File: config.mk
export PLATFORM = sky130hd
export DESIGN_NAME = mpmem_lvt
export DESIGN_NICKNAME = d
export VERILOG_FILES = /design/src/design/mpmem_pkg.sv /design/src/design/mpmem_lvt.sv
export SDC_FILE = /design/constraint.sdc
export NUM_CORES = 1
export LEC_CHECK = 0
export BUFFER_PORTS_ARGS = -buffer_cell sky130_fd_sc_hd__buf_2
export CORE_MARGIN = 3
export CORE_UTILIZATION = 55
export DETAILED_ROUTE_END_ITERATION = 16
export PLACE_DENSITY = 0.91
export SYNTH_ARGS = -nofsm -noshare
export SYNTH_HDL_FRONTEND = slang
export SYNTH_SLANG_ARGS = --single-unit
File: constraint.sdc
create_clock -name clk -period 4.3 [get_ports clk]
set_input_delay 0.645 -clock clk [delete_from_list [all_inputs] [get_ports clk]]
set_output_delay 0.645 -clock clk [all_outputs]
set_load 0.005 [all_outputs]
File: src/design/mpmem_pkg.sv
package mpmem_pkg;

  // data word width.
  parameter int WIDTH = 32;

  // 64 words.
  parameter int BITADDR = 6;
  parameter int NUMADDR = 1 << BITADDR;

  // index of a write port, so up to four write ports.
  parameter int BITWRPT = 2;

  // one write port request.
  typedef struct packed {
    logic               valid;
    logic [BITADDR-1:0] addr;
    logic [WIDTH-1:0]   data;
  } wr_req_t;

  // one read port request.
  typedef struct packed {
    logic               valid;
    logic [BITADDR-1:0] addr;
  } rd_req_t;

  // one read port response.
  typedef struct packed {
    logic             vld;
    logic [WIDTH-1:0] data;
  } rd_rsp_t;

endpackage

File: src/design/mpmem_lvt.sv
`timescale 1ns/100ps

module mpmem_lvt
  import mpmem_pkg::*;
#(
  parameter int NUMWRPT = 2,
  parameter int NUMRDPT = 3
) (
  input  logic                             clk,
  input  logic                             rst_n,
  input  wr_req_t [NUMWRPT-1:0]            wr_dec,
  input  rd_req_t [NUMRDPT-1:0]            rd_q,
  output logic [NUMRDPT-1:0][BITWRPT-1:0]  lvt_sel
);

  // last writer of each address.
  logic [BITWRPT-1:0] lvt_mem [NUMADDR];

  // collisions are already resolved, so at most one port per address.
  always_ff @(posedge clk) begin
    for (int w = 0; w < NUMWRPT; w++) begin
      if (wr_dec[w].valid) begin
        lvt_mem[wr_dec[w].addr] <= BITWRPT'(w);
      end
    end
  end

  // registered lookup lines up with the bank read data.
  always_ff @(posedge clk) begin
    if (!rst_n) begin
      lvt_sel <= '0;
    end else begin
      for (int r = 0; r < NUMRDPT; r++) begin
        lvt_sel[r] <= lvt_mem[rd_q[r].addr];
      end
    end
  end

endmodule

==> results.py, run 1 <==
metrics = {
    "status": {
        "status": "completed",
    },
    "power": {
        "seqPwrFrac": 0.482,
        "power.internal_mw": 1.27,
        "ir_drop_mv": 0.175,
        "power_switching_mw": 0.588,
        "combPwrFrac": 0.245,
        "power_leakage_nw": 1.58,
        "power.density_nw_per_um2": 425,
        "power.share.switching": 0.316,
        "clkPwrFrac": 0.273,
    },
    "finish": {
        "antenna-diode-count": 0,
        "mostFrequentLayoutCell": "o21ai_0",
        "layout-drive-gt1-share": 0.260,
        "nNetsFinal": 508,
        "area_growth_syn_to_layout_pct": 8.73,
        "final_cell_area_sq_um": 4380,
        "final_cell_mix": "131 x o21ai_0, 67 x dfxtp_1, 43 x mux4_2, 36 x buf_2, 15 x nand2_1",
    },
    "setup_path": {
        "endpoint_kind": "flip-flop",
        "crit_path_max_incr_delay_ns": 0.55,
        "crit_buf_inv": 1,
        "critical_path_class": "in -> reg",
        "required_ns": 4.53,
        "cp_cell_sequence": "buf_2 > mux4_2 > mux4_2 > o21ai_0 > o22ai_1",
        "crit_path_start_kind": "input port",
        "crit_family": "multiplexers",
        "crit_fanout": 16,
        "cp_data_arrival_time_ns": 2.32,
        "crit_top_cell": "mux4_2",
        "r2r_cells": 4,
        "critical-path-slowest-cell": "mux4_2",
        "ff2ff_setup_slack_ns": 2.55,
        "worst-path-stages": 5,
    },
    "placement": {
        "io_buffers": 36,
        "dp_hpwl_microns": 8570,
        "place_area_sq_um": 4200,
        "place_congestion": 0.882,
    },
    "logic_synthesis": {
        "synth_edf_count": 0,
        "syn_area_per_cell_sq_um": 10.4,
        "ys_warn_count": 0,
        "syn-cell-area_sq_um": 4030,
        "synthCells": 386,
        "synth_ff_type": "dfxtp_1",
        "ys_types": 36,
        "yosysSeqAreaShare": 0.333,
        "synthArstFlopShare": 0,
        "ys_ff_latch": 67,
    },
    "drt": {
        "remaining_drc_errors": 0,
        "wl_microns": 11200,
        "routedWlPerCell_microns": 22.0,
        "drt-vias-per-instance": 7.19,
        "vias": 3647,
        "ant_nets": 0,
        "dr.pass1.iters": 6,
        "drt_iter0_drc": 489,
    },
    "global_route": {
        "gr-total-overflow": 0,
        "grt_use_total": 0.277,
        "antenna_found_initial": 0,
        "grt_pass1_wl_microns": 18100,
        "grt_max_degree": 17,
        "grt_pass1_vias": 3593,
    },
    "floorplan": {
        "die_area_sq_um": 8390,
        "die_w_microns": 91.6,
        "pin_count": 107,
        "design.core.area_sq_um": 6940,
        "start_util": 0.580,
        "num_rows": 30,
        "die_height_microns": 91.6,
    },
    "clocking": {
        "cts_setup_buffers": 0,
        "root_buffer": "clkbuf_8",
        "hold_buffers": 0,
        "cts.sinks": 67,
        "clk_latency_ns": 0.35,
        "cts-resized-gates": 0,
        "cts_tree": "built",
        "clk_path_buf_depth": 2,
        "cts-buffers-inserted": 9,
        "clkTransAtPathRegs_ns": 0.08,
        "h-tree-depth": 3,
    },
    "worst_hold_path": {
        "holdPathStages": 2,
        "hold_class": "reg -> reg",
    },
    "timing": {
        "clock_skew_ns": 0.0118,
        "setup_viol": 0,
        "slew_viol_final": 0,
        "tns_ns": 0,
        "finalHoldViolCount": 0,
        "fmax_mhz": 478,
        "rsz0062_at_grt": "false",
        "period_needed_ns": 2.09,
        "post-route-period-util": 0.487,
    },
    "run": {
        "drv_cap": 0,
    },
}
## cells in the mapped netlist (all sizes together) (6+ instances only)
library cell  instances  area (sq um)
mux4                 52          1200
o21ai               132           661
nand3b               11          82.6
clkbuf               14          52.6
nor2                  8          30.0
nand3                 7          35.0
nand2                15          56.3
buf                  14          86.3
or2                  11          68.8
inv                   6          22.5
mux2i                12           120
or3b                  7          61.3
dfxtp                67          1340
## power groups by stage
stage                     sequential (mW)  clock, mW  combinational, mW
after global routing                0.907      0.530              0.498
final                               0.898      0.508              0.457
after global placement              0.876          0              0.422
after detailed placement            0.900          0              0.449
after floorplan                     0.830          0              0.358
after CTS                           0.885      0.503              0.453
## stage by stage
| stage | hold WS, ns | power, mW | setup slack, ns | instances | utilization |
|---|---|---|---|---|---|
| 2_1_floorplan | 0.459 | 1.19 | 2.15 | 388 | - |
| 3_3_place_gp | 0.486 | 1.30 | 1.89 | 492 | 0.605 |
| 3_5_place_dp | 0.510 | 1.35 | 1.85 | 492 | 0.605 |
| 4_1_cts | 0.521 | 1.84 | 2.21 | 507 | 0.631 |
| 5_1_grt | 0.543 | 1.94 | 2.13 | 507 | 0.631 |
| 6_report | 0.524 | 1.86 | 2.21 | 507 | 0.631 |
## final timing paths
path                                          start                    end
worst min register to register  lvt_mem[10]$_DFF_P_    lvt_mem[10]$_DFF_P_
worst max register to register  lvt_mem[53]$_DFF_P_  lvt_sel[0]$_SDFF_PN0_
worst min-delay path            lvt_mem[10]$_DFF_P_    lvt_mem[10]$_DFF_P_
worst max-delay path                       rd_q[15]  lvt_sel[4]$_SDFF_PN0_
## flip-flops by register name, indices dropped and copies added, names as in the netlist
name / flops
lvt_mem: 64
lvt_sel: 3
## kinds of logic after synthesis
family / share of synthesized area
AND/OR/NAND/NOR: 0.109
buffers and inverters: 0.0401
AO/OA/AOI/OAI: 0.186
multiplexers: 0.332
flip-flops: 0.333
other: 0.000931
## worst reg2reg max path, delay by kind of cell, from the launching register on
family,cells,cell delay [ns]
mux,3,1.19
flops,1,0.36
compound gates,1,0.09
## per-layer routing
layer / global-route usage / vias to the layer above / routed length [microns]
li1: - / 1560 / -
met1: 0.351 / 1767 / 4070
met2: 0.461 / 289 / 5570
met3: 0.0481 / 31 / 1220
met4: 0.126 / 0 / 306
met5: 0 / - / 0
## final cells by class
cell class / instances / area, sq um
repair buffers: 36 / 180
well taps: 96 / 120
clock inverters: 5 / 55.1
clock buffers: 10 / 128
inverters: 6 / 22.5
flip-flops and latches: 67 / 1340
multi-input cells: 287 / 2530
fillers: 521 / 2560
No activity file was read; power rests on OpenSTA's default activity.
==> run 2, diff against run 1 <==
--- a/config.mk
+++ b/config.mk
@@ -7,9 +7,9 @@
 export LEC_CHECK = 0
 export BUFFER_PORTS_ARGS = -buffer_cell sky130_fd_sc_hd__buf_2
 export CORE_MARGIN = 3
-export CORE_UTILIZATION = 55
+export CORE_UTILIZATION = 53
 export DETAILED_ROUTE_END_ITERATION = 16
-export PLACE_DENSITY = 0.91
+export PLACE_DENSITY = 0.88
 export SYNTH_ARGS = -nofsm -noshare
 export SYNTH_HDL_FRONTEND = slang
 export SYNTH_SLANG_ARGS = --single-unit
==> constraint.sdc (replaced) <==
create_clock -name clk -period 2.2 [get_ports clk]
set_input_delay 0.33 -clock clk [delete_from_list [all_inputs] [get_ports clk]]
set_output_delay 0.33 -clock clk [all_outputs]
set_load 0.005 [all_outputs]
==> run 2 against run 1 <==
Against the previous run:
- global-route usage shrank 0.73 points
- clock skew is 0.0031 ns lower
- worst setup slack worse by 1.7 ns
- largest power group unchanged
==> results.py, run 2 (same netlist as run 1, synthesis figures left out) <==
metrics = {
    "power": {
        "p_total_mw": 3.77,
        "ir_drop_mv": 0.327,
        "power_leakage_nw": 1.63,
        "power.density_nw_per_um2": 843,
    },
    "drt": {
        "remaining_drc_errors": 0,
        "routedWlPerCell_microns": 21.6,
        "dr.pass1.iters": 5,
        "wl_microns": 11200,
        "ant_nets": 0,
        "drt-vias-per-instance": 7.01,
        "vias": 3629,
        "drt_iter0_drc": 429,
    },
    "timing": {
        "clock_skew_ns": 0.00870,
        "tns_ns": 0,
        "finalHoldViolCount": 0,
        "whs_ns": 0.255,
        "worst_slack_ns": 0.457,
        "period_needed_ns": 1.74,
        "post-route-period-util": 0.792,
        "rsz0062_at_grt": "false",
        "fmax_mhz": 574,
        "slew_viol_final": 0,
        "setup_viol": 0,
    },
    "status": {
        "status": "completed",
    },
    "placement": {
        "dp_hpwl_microns": 8660,
        "place_congestion": 0.913,
        "place_area_sq_um": 4250,
        "place_ws_ns": 0.118,
        "io_buffers": 36,
    },
    "clocking": {
        "cts_tree": "built",
        "cts_setup_buffers": 0,
        "h-tree-depth": 3,
        "cts-buffers-inserted": 9,
        "clk_path_buf_depth": 2,
        "clkTransAtPathRegs_ns": 0.08,
        "cts.sinks": 67,
        "clk_latency_ns": 0.34,
        "root_buffer": "clkbuf_8",
        "cts-resized-gates": 0,
        "hold_buffers": 0,
    },
    "setup_path": {
        "crit_path_start_kind": "flip-flop",
        "critical_path_class": "reg -> reg",
        "worst_r2r_startpoint": "lvt_mem[15]$_DFF_P_",
        "crit_path_max_incr_delay_ns": 0.50,
        "required_ns": 2.42,
        "crit_fanout": 4,
        "cp_data_arrival_time_ns": 1.96,
        "r2r_cells": 4,
        "ff2ff_setup_slack_ns": 0.46,
        "crit_family": "multiplexers",
        "r2r-end": "lvt_sel[2]$_SDFF_PN0_",
        "worst-path-stages": 4,
        "endpoint_kind": "flip-flop",
        "crit_buf_inv": 0,
        "cp_cell_sequence": "mux4_2 > or3_1 > a311oi_1 > o32ai_1",
        "critical-path-slowest-cell": "mux4_2",
    },
    "floorplan": {
        "start_util": 0.550,
        "die_area_sq_um": 8680,
        "die_w_microns": 93.2,
        "num_rows": 31,
        "design.core.area_sq_um": 7330,
        "pin_count": 107,
        "die_height_microns": 93.2,
    },
    "global_route": {
        "grt_pass1_vias": 3582,
        "antenna_found_initial": 0,
        "grt_pass1_wl_microns": 18100,
        "gr-total-overflow": 0,
        "grt_use_total": 0.270,
        "grt_max_degree": 15,
    },
    "worst_hold_path": {
        "min_delay_worst_endpoint": "lvt_sel[0]$_SDFF_PN0_",
        "holdPathStages": 3,
        "hold_class": "in -> reg",
        "min_from": "rd_q[5]",
    },
    "finish": {
        "area_growth_syn_to_layout_pct": 11.0,
        "largest_reg_flops": 64,
        "layout-drive-gt1-share": 0.277,
        "fillCellCount": 578,
        "antenna-diode-count": 0,
        "final_cell_mix": "131 x o21ai_0, 67 x dfxtp_1, 43 x mux4_2, 36 x buf_2, 15 x nand2_1",
        "mostFrequentLayoutCell": "o21ai_0",
        "final_cell_area_sq_um": 4470,
        "nNetsFinal": 515,
    },
    "run": {
        "drv_cap": 0,
    },
}
[run 2: worst min-delay path, cell delays in order]
cell     delay [ns]
buf_2          0.10
nand2_1        0.05
o22ai_1        0.07
[run 2: worst max path at each step]
| stage | from | to |
|---|---|---|
| 5_1_grt | lvt_mem[60]$_DFF_P_ | lvt_sel[0]$_SDFF_PN0_ |
| 3_5_place_dp | rd_q[0] | lvt_sel[0]$_SDFF_PN0_ |
| 4_1_cts | lvt_mem[60]$_DFF_P_ | lvt_sel[0]$_SDFF_PN0_ |
| 6_report | lvt_mem[15]$_DFF_P_ | lvt_sel[2]$_SDFF_PN0_ |
| 2_1_floorplan | rd_q[2] | lvt_sel[0]$_SDFF_PN0_ |
| 3_3_place_gp | rd_q[0] | lvt_sel[0]$_SDFF_PN0_ |
[run 2: through the flow]
stage,cells,utilization
2_1_floorplan,388,-
3_3_place_gp,502,0.580
3_5_place_dp,502,0.580
4_1_cts,518,0.610
5_1_grt,518,0.610
6_report,518,0.610
[run 2: metal layers]
| metal | routed length [microns] | part of all wire | global-route usage | up-vias |
|---|---|---|---|---|
| li1 | - | - | - | 1579 |
| met1 | 4320 | 0.39 | 0.353 | 1764 |
| met2 | 5480 | 0.49 | 0.443 | 249 |
| met3 | 1020 | 0.091 | 0.0330 | 37 |
| met4 | 356 | 0.032 | 0.133 | 0 |
| met5 | 0 | 0 | 0 | - |
[run 2: cell type report]
cell class                 count  area, sq um  share of cell area
clock buffer                   9          124              0.0277
clock inverter                 7         92.6              0.0207
inverter                       6         22.5             0.00504
multi-input combinational    287         2530               0.567
sequential                    67         1340               0.300
tap                           99          124              0.0277
timing repair buffer          43          233              0.0521
[run 2: power by group]
part | switching [mW] | internal (mW) | total, mW | leakage [nW]
Clock | 0.484 | 0.635 | 1.12 | 0.113
Combinational | 0.370 | 0.521 | 0.891 | 0.962
Sequential | 0.296 | 1.46 | 1.76 | 0.559
