<file path="src/design/mpmem_pkg.sv">
package mpmem_pkg;

  // data word width.
  parameter int WIDTH = 32;

  // 64 words.
  parameter int BITADDR = 6;
  parameter int NUMADDR = 1 << BITADDR;

  // index of a write port, so up to four write ports.
  parameter int BITWRPT = 2;

  // one write port request.
  typedef struct packed {
    logic               valid;
    logic [BITADDR-1:0] addr;
    logic [WIDTH-1:0]   data;
  } wr_req_t;

  // one read port request.
  typedef struct packed {
    logic               valid;
    logic [BITADDR-1:0] addr;
  } rd_req_t;

  // one read port response.
  typedef struct packed {
    logic             vld;
    logic [WIDTH-1:0] data;
  } rd_rsp_t;

endpackage

</file>
<file path="src/design/mpmem_wr_decode.sv">
`timescale 1ns/100ps

module mpmem_wr_decode
  import mpmem_pkg::*;
#(
  parameter int NUMWRPT = 2
) (
  input  logic                      clk,
  input  logic                      rst_n,
  input  wr_req_t [NUMWRPT-1:0]     wr,
  output wr_req_t [NUMWRPT-1:0]     wr_dec,
  output logic                      ready
);

  logic [BITADDR-1:0]              init_addr;
  logic [NUMWRPT-1:0]              win;
  logic [NUMWRPT-1:0]              dec_vld;
  logic [NUMWRPT-1:0][BITADDR-1:0] dec_addr;
  logic [NUMWRPT-1:0][WIDTH-1:0]   dec_data;

  // a higher numbered port on the same address wins.
  always_comb begin
    for (int i = 0; i < NUMWRPT; i++) begin
      win[i] = wr[i].valid;
      for (int j = i + 1; j < NUMWRPT; j++) begin
        if (wr[j].valid && (wr[j].addr == wr[i].addr)) begin
          win[i] = 1'b0;
        end
      end
    end
  end

  always_ff @(posedge clk) begin
    if (!rst_n) begin
      ready     <= 1'b0;
      init_addr <= '0;
      dec_vld   <= '0;
    end else if (!ready) begin
      init_addr <= init_addr + 1'b1;  // sweep port 0 over every address.
      dec_vld   <= NUMWRPT'(1);
      if (init_addr == '1) begin
        ready <= 1'b1;
      end
    end else begin
      dec_vld <= win;
    end
  end

  always_ff @(posedge clk) begin
    for (int i = 0; i < NUMWRPT; i++) begin
      if (!ready && (i == 0)) begin
        dec_addr[i] <= init_addr;
        dec_data[i] <= '0;  // init clears column 0.
      end else begin
        dec_addr[i] <= wr[i].addr;
        dec_data[i] <= wr[i].data;
      end
    end
  end

  always_comb begin
    for (int i = 0; i < NUMWRPT; i++) begin
      wr_dec[i].valid = dec_vld[i];
      wr_dec[i].addr  = dec_addr[i];
      wr_dec[i].data  = dec_data[i];
    end
  end

endmodule

</file>
<file path="config.mk">
export PLATFORM = sky130hd
export DESIGN_NAME = mpmem_wr_decode
export DESIGN_NICKNAME = d
export VERILOG_FILES = /design/src/design/mpmem_pkg.sv /design/src/design/mpmem_wr_decode.sv
export SDC_FILE = /design/constraint.sdc
export NUM_CORES = 1
export LEC_CHECK = 0
export BUFFER_PORTS_ARGS = -buffer_cell sky130_fd_sc_hd__buf_2
export CORE_MARGIN = 5
export CORE_UTILIZATION = 39
export CTS_CLUSTER_DIAMETER = 40
export DETAILED_ROUTE_END_ITERATION = 10
export PLACE_DENSITY = 0.84
export SYNTH_ARGS = -nofsm -noshare
export SYNTH_HDL_FRONTEND = slang
export SYNTH_SLANG_ARGS = --single-unit
</file>
<file path="constraint.sdc">
create_clock -name clk -period 1.4 [get_ports clk]
set_clock_uncertainty 0.05 [all_clocks]
set_input_delay 0.21 -clock clk [delete_from_list [all_inputs] [get_ports clk]]
set_output_delay 0.21 -clock clk [all_outputs]
set_load 0.01 [all_outputs]
</file>
==> reports/metrics.yaml, run 1 <==
critical_path:
  cp.required_ns: 1.61
  crit_arrival_ns: 1.52
  end_kind: "flip-flop"
  startpoint: "init_addr[1]$_SDFFE_PN0N_"
  critPathMaxFanout: 4
  timing.rr.start: "init_addr[1]$_SDFFE_PN0N_"
  start_kind: "flip-flop"
  critPathKind: "reg2reg"
run_status:
  status: "completed"
job:
  maxCapViolCount: 0
routing:
  via_per_inst: 4.21
  wl_mm: 6.65
  drc: 0
  vias: 1868
  wire_per_inst_microns: 15.0
  antenna_left: 0
  drt_iter0_drc: 34
  firstDrtPassIters: 4
floorplanning:
  die_w_microns: 85.5
  io_pins: 159
  dieArea_sq_um: 7310
  die_y_microns: 85.5
  core_area_sq_um: 5510
  initial_core_util_pct: 40.4
  core.rowCount: 27
clock_tree:
  cts_buffer_depth: 2
  insertion_delay_ns: 0.33
  cts_root_buffer: "clkbuf_8"
  clk_pin_slew_ns: 0.08
  numCtsBuffers: 9
  cts.sinks: 85
  cts_max_level: 3
  postCtsSetupBuffers: 0
  cts_tree: "done"
grt:
  antenna_found_initial: 0
  grt_max_degree: 24
  grt_pass1_wl_mm: 10.3
  track_usage_pct: 18.2
  grt_pass1_vias: 2046
  overflow: 0
logic_synthesis:
  muxShareOfSynthArea_pct: 3.49
  synth_top_family_by_area: "simple AND/OR/NAND/NOR gates"
  ys_types: 24
  yosysWarnings: 0
  synth_commonest_cells: "dfxtp_1 (85), and2_1 (32), xor2_1 (8)"
  synth_most_common_cell: "dfxtp_1"
  ys.flop_type: "dfxtp_1"
  yosysSeqAreaShare_pct: 76.6
  syn_inst: 163
  synth-simple-area-share_pct: 13.0
  synthTopCellsByArea: "dfxtp_1 (77%), and2_1 (9.0%), xor2_1 (3.2%), mux2_2 (3.0%), nor2_1 (1.0%)"
  synth_top_cell_by_area: "dfxtp_1"
  synth_nets: 244
  synthXorXnorAreaFrac_pct: 3.55
  synth-adder-area-share_pct: 0.563
  synth_area_per_cell_sq_um: 13.6
  yosys_register_bits: 85
  synth-compound-area-share_pct: 1.58
  async_flop_share_pct: 0
  synth-edff-count: 0
  synth_area_sq_um: 2220
  synth_top_area_share_pct: 76.6
pwr:
  vdd_drop_max_mv: 0.853
  combPwrFrac_pct: 7.7
  p_seq_share_pct: 55.3
  leakagePower_nw: 1.90
  powerDensity_nw_per_um2: 1240
  p_switching_w: 0.000984
  internal_power_w: 0.00357
  swShare_pct: 21.6
  pwr-share-clk_pct: 37.0
placement:
  detailed_place_hpwl_mm: 4.51
  gp_congestion: 0.756
  dp_cells: 390
  port_buffers: 158
min_path:
  min_path_type: "in2reg"
  worstHoldStart: "wr[4]"
finish:
  fin_cells: 444
  num-fill-cells: 403
  areaGrowthSynthToFinish_pct: 66.0
  final_nets: 448
  diodes: 0
  seqCellArea_sq_um: 1700
  multi_input_area_sq_um: 494
  drive_above_1_share_pct: 50.3
sta:
  final-setup-viol-count: 0
  rsz0062_at_grt: "no"
  worst_slew_pin_slew_ns: 0.300
  hold_violations: 0
  finalCritPeriodShare_pct: 93.6
  period_needed_ns: 1.31
  slew_viol_final: 0
  finalSetupTns_ns: 0
  relSlewSlack_pct: 79.8
  fmax_mhz: 763
[flip-flops by register name (all words and copies together) (netlist names)]
register / flops
wr_dec: 76
init_addr: 6
dec_vld: 2
ready: 1
[path summary, 6_finish.rpt]
| path | endpoint | slack (ns) | cells past startpoint |
|---|---|---|---|
| max reg2reg | init_addr[4]$_SDFFE_PN0N_ | 0.09 | 4 |
| min reg2reg | dec_vld[1]$_SDFF_PN0_ | 0.48 | 2 |
| min | wr_dec[4]$_SDFF_PN0_ | 0.03 | 2 |
| max | init_addr[4]$_SDFFE_PN0N_ | 0.09 | 4 |
[placed cells by master, fill, tap and decap left out, drive strengths merged, types with 2 or more instances in the layout]
cell type / instances
clkbuf: 10
clkinv: 6
xor2: 8
buf: 160
nor2: 6
dlygate4sd3: 38
dfxtp: 85
mux2: 6
nand2: 2
a21oi: 2
o21ai: 2
and2: 32
or3: 2
[metrics by stage]
step	utilization, %	setup WS, ns	hold WS [ns]	power, W	instance area (sq um)
finish	67.0	0.0891	0.0280	0.00456	3690
CTS	66.8	0.0429	0.0114	0.00460	3680
global placement	56.2	0.164	0.262	0.00282	3100
global route	67.0	0.00224	0.00948	0.00474	3690
floorplan	-	0.125	0.188	0.00265	2220
detailed placement	56.2	0.126	0.264	0.00283	3100
[critical path: stages (launching register included)]
cell and delay (ns):
dfxtp_1 0.41, ha_2 0.22, nand3_1 0.09, or3_1 0.32, a21oi_1 0.15
[area by class of cell]
cell class                 count  area share, %
inverter                       2          0.203
clock buffer                  10           3.73
tap                           72           2.44
clock inverter                 6           1.70
sequential                    85           46.2
timing repair buffer         198           32.3
multi-input combinational     71           13.4
[logic make-up after synthesis]
family,Yosys count
fa+ha+maj,1
flops,85
mux,7
compound gates,6
xor+xnor,9
simple gates,48
buf+inv,7
[power groups by stage]
stage / combinational [W] / clock, W / sequential [W]
detailed placement: 0.000260 / 0 / 0.00257
CTS: 0.000344 / 0.00174 / 0.00252
floorplan: 0.0000365 / 0 / 0.00261
global placement: 0.000251 / 0 / 0.00257
global route: 0.000383 / 0.00183 / 0.00253
finish: 0.000349 / 0.00169 / 0.00252
[per-layer routing]
metal,part of all wire (%),GRT usage [%],vias to the layer above
met5,0,0,-
met4,1.3,6.62,0
li1,-,-,921
met1,37,18.8,838
met3,8.7,5.92,8
met2,53,33.8,101
[repair_timing]
item                                   in CTS  in global routing
endpoints found under the hold margin      38                  0
hold buffers                               38                  0
resized for setup                           1                  4
setup endpoints to repair                   1                  2
(Power assumes the default switching activity.)
==> inputs of run 2 (changes only) <==
--- a/config.mk
+++ b/config.mk
@@ -11,6 +11,7 @@
 export CTS_CLUSTER_DIAMETER = 40
 export DETAILED_ROUTE_END_ITERATION = 10
 export PLACE_DENSITY = 0.84
+export SETUP_SLACK_MARGIN = 0.2
 export SYNTH_ARGS = -nofsm -noshare
 export SYNTH_HDL_FRONTEND = slang
 export SYNTH_SLANG_ARGS = --single-unit
==> run 2 against run 1 <==
Compared with the run above:
- sequential cell count unchanged
- clock-buffer cell count increased by 2
- fmax up 9.7%
==> reports/metrics.yaml, run 2 (synthesis results as in run 1) <==
grt:
  grt_pass1_wl_mm: 9.70
  antenna_found_initial: 0
  grt_max_degree: 15
  overflow: 0
  track_usage_pct: 17.0
  grt_pass1_vias: 2070
clock_tree:
  cts_buffer_depth: 2
  cts.sinks: 85
  numCtsBuffers: 9
  insertion_delay_ns: 0.33
  clk_pin_slew_ns: 0.08
  cts_tree: "done"
  cts_root_buffer: "clkbuf_8"
  cts_max_level: 3
finish:
  final_nets: 457
  drive_above_1_share_pct: 53.8
  num-fill-cells: 394
  diodes: 0
  areaGrowthSynthToFinish_pct: 72.1
  final_common_cell: "buf_2"
  largest_reg_flops: 76
  post-route-util_pct: 69.5
  final_cell_mix: "buf_2 (157), dfxtp_1 (81), dlygate4sd3_1 (38), and2_1 (32)"
floorplanning:
  initial_core_util_pct: 40.4
  io_pins: 159
  die_w_microns: 85.5
  dieArea_sq_um: 7310
  die_y_microns: 85.5
  core_area_sq_um: 5510
  core.rowCount: 27
routing:
  drt_iter0_drc: 22
  via_per_inst: 4.20
  antenna_left: 0
  drc: 0
  wl_mm: 6.40
  wire_per_inst_microns: 14.1
  vias: 1903
  firstDrtPassIters: 4
critical_path:
  cp.required_ns: 1.14
  end_kind: "primary output"
  start_kind: "flip-flop"
  reg2regPathDepth: 4
  critPathMaxFanout: 5
  crit_arrival_ns: 0.94
  critPathKind: "reg2out"
sta:
  relSlewSlack_pct: 78.6
  fmax_mhz: 837
  finalCritPeriodShare_pct: 85.4
  worst_slew_pin_slew_ns: 0.320
  period_needed_ns: 1.20
  whs_ns: 0.0309
  hold_violations: 0
  slew_viol_final: 0
  rsz0062_at_grt: "yes"
  finalSetupTns_ns: 0
  final-setup-viol-count: 0
min_path:
  whs_path_depth: 2
  min_path_type: "in2reg"
placement:
  port_buffers: 158
  detailed_place_hpwl_mm: 4.41
  gp_congestion: 0.728
pwr:
  leakagePower_nw: 1.95
  vdd_drop_max_mv: 0.513
  finalPower_w: 0.00431
  powerDensity_nw_per_um2: 1130
job:
  maxCapViolCount: 0
run_status:
  status: "completed"
==> run 2: routing by layer <==
metal	GRT usage (%)	share of wire (%)	vias to the layer above
met2	31.4	54	98
met5	0	0	-
li1	-	-	936
met3	5.92	9.3	15
met4	7.48	2.5	0
met1	17.2	34	854
==> run 2: final timing paths <==
kind / start / end / slack (ns)
worst max register to register: init_addr[0]$_SDFFE_PN0N_ / init_addr[5]$_SDFFE_PN0N_ / 0.22
worst min register to register: init_addr[5]$_SDFFE_PN0N_ / init_addr[5]$_SDFFE_PN0N_ / 0.48
worst max-delay path: ready$_SDFF_PN0_ / ready / 0.20
worst min-delay path: wr[6] / wr_dec[6]$_SDFF_PN0_ / 0.03
==> run 2: critical path, cell delays in order, from the launching register on <==
cell and delay, ns:
dfxtp_4 0.37, buf_8 0.13, buf_6 0.11
==> run 2: cell type report <==
| class | instances | area [sq um] | area share [%] |
|---|---|---|---|
| flip-flops and latches | 85 | 1710 | 44.8 |
| repair buffers | 207 | 1270 | 33.2 |
| multi-input cells | 71 | 582 | 15.2 |
| clock buffers | 12 | 135 | 3.53 |
| well taps | 72 | 90.1 | 2.36 |
| clock inverters | 4 | 25.0 | 0.654 |
| inverters | 2 | 7.51 | 0.196 |
==> run 2: repair_timing <==
item | in CTS | in global routing
setup buffers | 6 | 1
resized for setup | 13 | 13
hold buffers | 38 | 0
setup endpoints to repair | 4 | 4
endpoints found under the hold margin | 38 | 0
pin swaps | 0 | 4
==> run 2: power by group <==
group | internal, W | total (W) | switching, W | leakage [nW]
combinational | 0.000228 | 0.000381 | 0.000153 | 1.18
clock | 0.000641 | 0.00141 | 0.000772 | 0.0764
sequential | 0.00249 | 0.00252 | 0.0000298 | 0.703
total | 0.00336 | 0.00431 | 0.000955 | 1.95
==> run 2: per-stage QoR <==
step           instance area, sq um  setup slack, ns  instances
6_report                       3820            0.205        453
5_1_grt                        3820            0.166        453
4_1_cts                        3740            0.191        452
3_5_place_dp                   3110            0.148        392
3_3_place_gp                   3110            0.171        392
2_1_floorplan                  2230            0.212        163
==> inputs of run 3 (changes only) <==
--- a/config.mk
+++ b/config.mk
@@ -10,6 +10,7 @@
 export CORE_UTILIZATION = 39
 export CTS_CLUSTER_DIAMETER = 40
 export DETAILED_ROUTE_END_ITERATION = 10
+export GPL_TIMING_DRIVEN = 0
 export PLACE_DENSITY = 0.84
 export SETUP_SLACK_MARGIN = 0.2
 export SYNTH_ARGS = -nofsm -noshare
==> run 3 against run 2 <==
Compared with the run above:
- fmax decreased by 1.2%
- wire length increased by 0.45%
- global-route usage about the same
- combinational power decreased by 6.6%
- clock-buffer cell count decreased by 3
- utilization decreased by 0.98 points
- critical path type is now reg2reg
- largest cell class unchanged
- highest routed layer unchanged
==> reports/metrics.yaml, run 3 (synthesis results as in run 1) <==
run_status:
  status: "completed"
min_path:
  worstHoldStart: "wr[2]"
  whs_path_depth: 2
  whs_endpoint: "wr_dec[2]$_SDFF_PN0_"
  min_path_type: "in2reg"
pwr:
  leakagePower_nw: 1.93
  finalPower_w: 0.00475
  vdd_drop_max_mv: 1.03
  internal_power_w: 0.00372
  p_switching_w: 0.00103
  p_seq_share_pct: 53.1
  pwr-share-clk_pct: 39.4
  powerDensity_nw_per_um2: 1260
  combPwrFrac_pct: 7.5
  swShare_pct: 21.7
finish:
  drive_above_1_share_pct: 50.9
  seqCellArea_sq_um: 1710
  diodes: 0
  largest_reg_flops: 76
  final_cell_mix: "buf_2 (158), dfxtp_1 (81), dlygate4sd3_1 (39), and2_1 (32), clkbuf_8 (9)"
  fin_cells: 449
  final_common_cell: "buf_2"
  areaGrowthSynthToFinish_pct: 69.7
  final_area_sq_um: 3770
  final_nets: 453
  multi_input_area_sq_um: 519
  num-fill-cells: 407
sta:
  hold_violations: 0
  final-setup-viol-count: 0
  fmax_mhz: 826
  slew_viol_final: 0
  worst_slew_pin_slew_ns: 0.289
  whs_ns: 0.0233
  relSlewSlack_pct: 80.7
  rsz0062_at_grt: "yes"
  finalSetupTns_ns: 0
  period_needed_ns: 1.21
  finalCritPeriodShare_pct: 86.4
floorplanning:
  io_pins: 159
  core_area_sq_um: 5510
  die_w_microns: 85.5
  core.rowCount: 27
  dieArea_sq_um: 7310
  die_y_microns: 85.5
  initial_core_util_pct: 40.4
routing:
  via_per_inst: 4.18
  firstDrtPassIters: 3
  vias: 1877
  antenna_left: 0
  drt_iter0_drc: 25
  wl_mm: 6.43
  wire_per_inst_microns: 14.3
  drc: 0
clock_tree:
  cts_tree: "done"
  cts_root_buffer: "clkbuf_8"
  numCtsBuffers: 9
  clk_pin_slew_ns: 0.09
  insertion_delay_ns: 0.34
  cts_buffer_depth: 2
  cts_max_level: 3
  cts.sinks: 85
placement:
  detailed_place_hpwl_mm: 4.38
  dp_cells: 393
  gp_congestion: 0.734
  placed_area_sq_um: 3110
  port_buffers: 158
grt:
  grt_max_degree: 16
  overflow: 0
  track_usage_pct: 17.0
  grt_pass1_vias: 1975
  antenna_found_initial: 0
  grt_pass1_wl_mm: 9.66
critical_path:
  critPathKind: "reg2reg"
  critPathMaxFanout: 3
  r2r-end: "init_addr[4]$_SDFFE_PN0N_"
  rrSetupSlack_ns: 0.19
  end_kind: "flip-flop"
  critPathMaxStageDelay_ns: 0.40
  worstPathCellList: "ha_4 -> nand3_1 -> or3_1 -> a21oi_1"
  start_kind: "flip-flop"
  cp.required_ns: 1.62
  crit_arrival_ns: 1.43
  timing.rr.start: "init_addr[0]$_SDFFE_PN0N_"
  crit_slowest_cell: "dfxtp_2"
  reg2regPathDepth: 4
job:
  maxCapViolCount: 0
run 3: cell count changes in the layout (fill, tap and decap cells not counted), moves of 2 or more:
cell and change:
dfxtp_4 -2, xor2_2 -3, buf_4 -8, bufinv_16 +2, a21oi_2 -2, a21oi_1 +2, dfxtp_2 +2, inv_6 +2
xor2_1 +3
run 3: worst max-delay path by stage:
| stage | start | endpoint | slack (ns) | cells after the start |
|---|---|---|---|---|
| CTS | init_addr[1]$_SDFFE_PN0N_ | init_addr[4]$_SDFFE_PN0N_ | 0.19 | 4 |
| finish | init_addr[0]$_SDFFE_PN0N_ | init_addr[4]$_SDFFE_PN0N_ | 0.19 | 4 |
| global placement | init_addr[0]$_SDFFE_PN0N_ | init_addr[4]$_SDFFE_PN0N_ | 0.16 | 4 |
| detailed placement | ready$_SDFF_PN0_ | dec_vld[0]$_SDFF_PN0_ | 0.13 | 4 |
| floorplan | ready$_SDFF_PN0_ | wr_dec[34]$_DFF_P_ | 0.21 | 3 |
| global route | init_addr[1]$_SDFFE_PN0N_ | init_addr[4]$_SDFFE_PN0N_ | 0.14 | 4 |
run 3: critical path, delay by kind of cell, from the launching register on:
family / cells / cell delay [ns]
AOI/OAI and AO/OA: 1 / 0.15
DFF: 1 / 0.40
adders and majority gates: 1 / 0.15
and+or+nand+nor: 2 / 0.39
run 3: layout make-up:
cell class,instances,share of cell area [%]
Buffer,5,0.929
Clock inverter,7,2.59
Timing Repair Buffer,198,31.5
Sequential cell,85,45.3
Clock buffer,9,3.28
Tap cell,72,2.39
Inverter,2,0.199
Multi-Input combinational cell,71,13.8
run 3: power by group through the flow:
stage | sequential (W) | combinational (W) | clock (W)
2_1_floorplan | 0.00261 | 0.0000365 | 0
3_3_place_gp | 0.00257 | 0.000251 | 0
3_5_place_dp | 0.00257 | 0.000260 | 0
4_1_cts | 0.00252 | 0.000351 | 0.00191
5_1_grt | 0.00253 | 0.000387 | 0.00202
6_report | 0.00252 | 0.000356 | 0.00188
run 3: through the flow:
stage,worst slack [ns],utilization (%)
2_1_floorplan,0.212,-
3_3_place_gp,0.162,56.4
3_5_place_dp,0.128,56.4
4_1_cts,0.188,67.9
5_1_grt,0.138,68.5
6_report,0.190,68.5
run 3: metal layers:
metal / vias up / part of all wire, % / wire [microns] / global-route usage, %
met2: 92 / 54 / 3440 / 32.6
li1: 934 / - / - / -
met5: - / 0 / 0 / 0
met3: 7 / 9.5 / 608 / 7.48
met4: 0 / 0.81 / 52 / 3.45
met1: 844 / 36 / 2320 / 16.8
run 3: repair_timing:
item | CTS | global route
setup endpoints to repair | 7 | 16
hold buffers | 38 | 1
gates resized for setup | 7 | 6
buffers inserted | 1 | 0
endpoints found under the hold margin | 38 | 1
pin swaps | 0 | 0
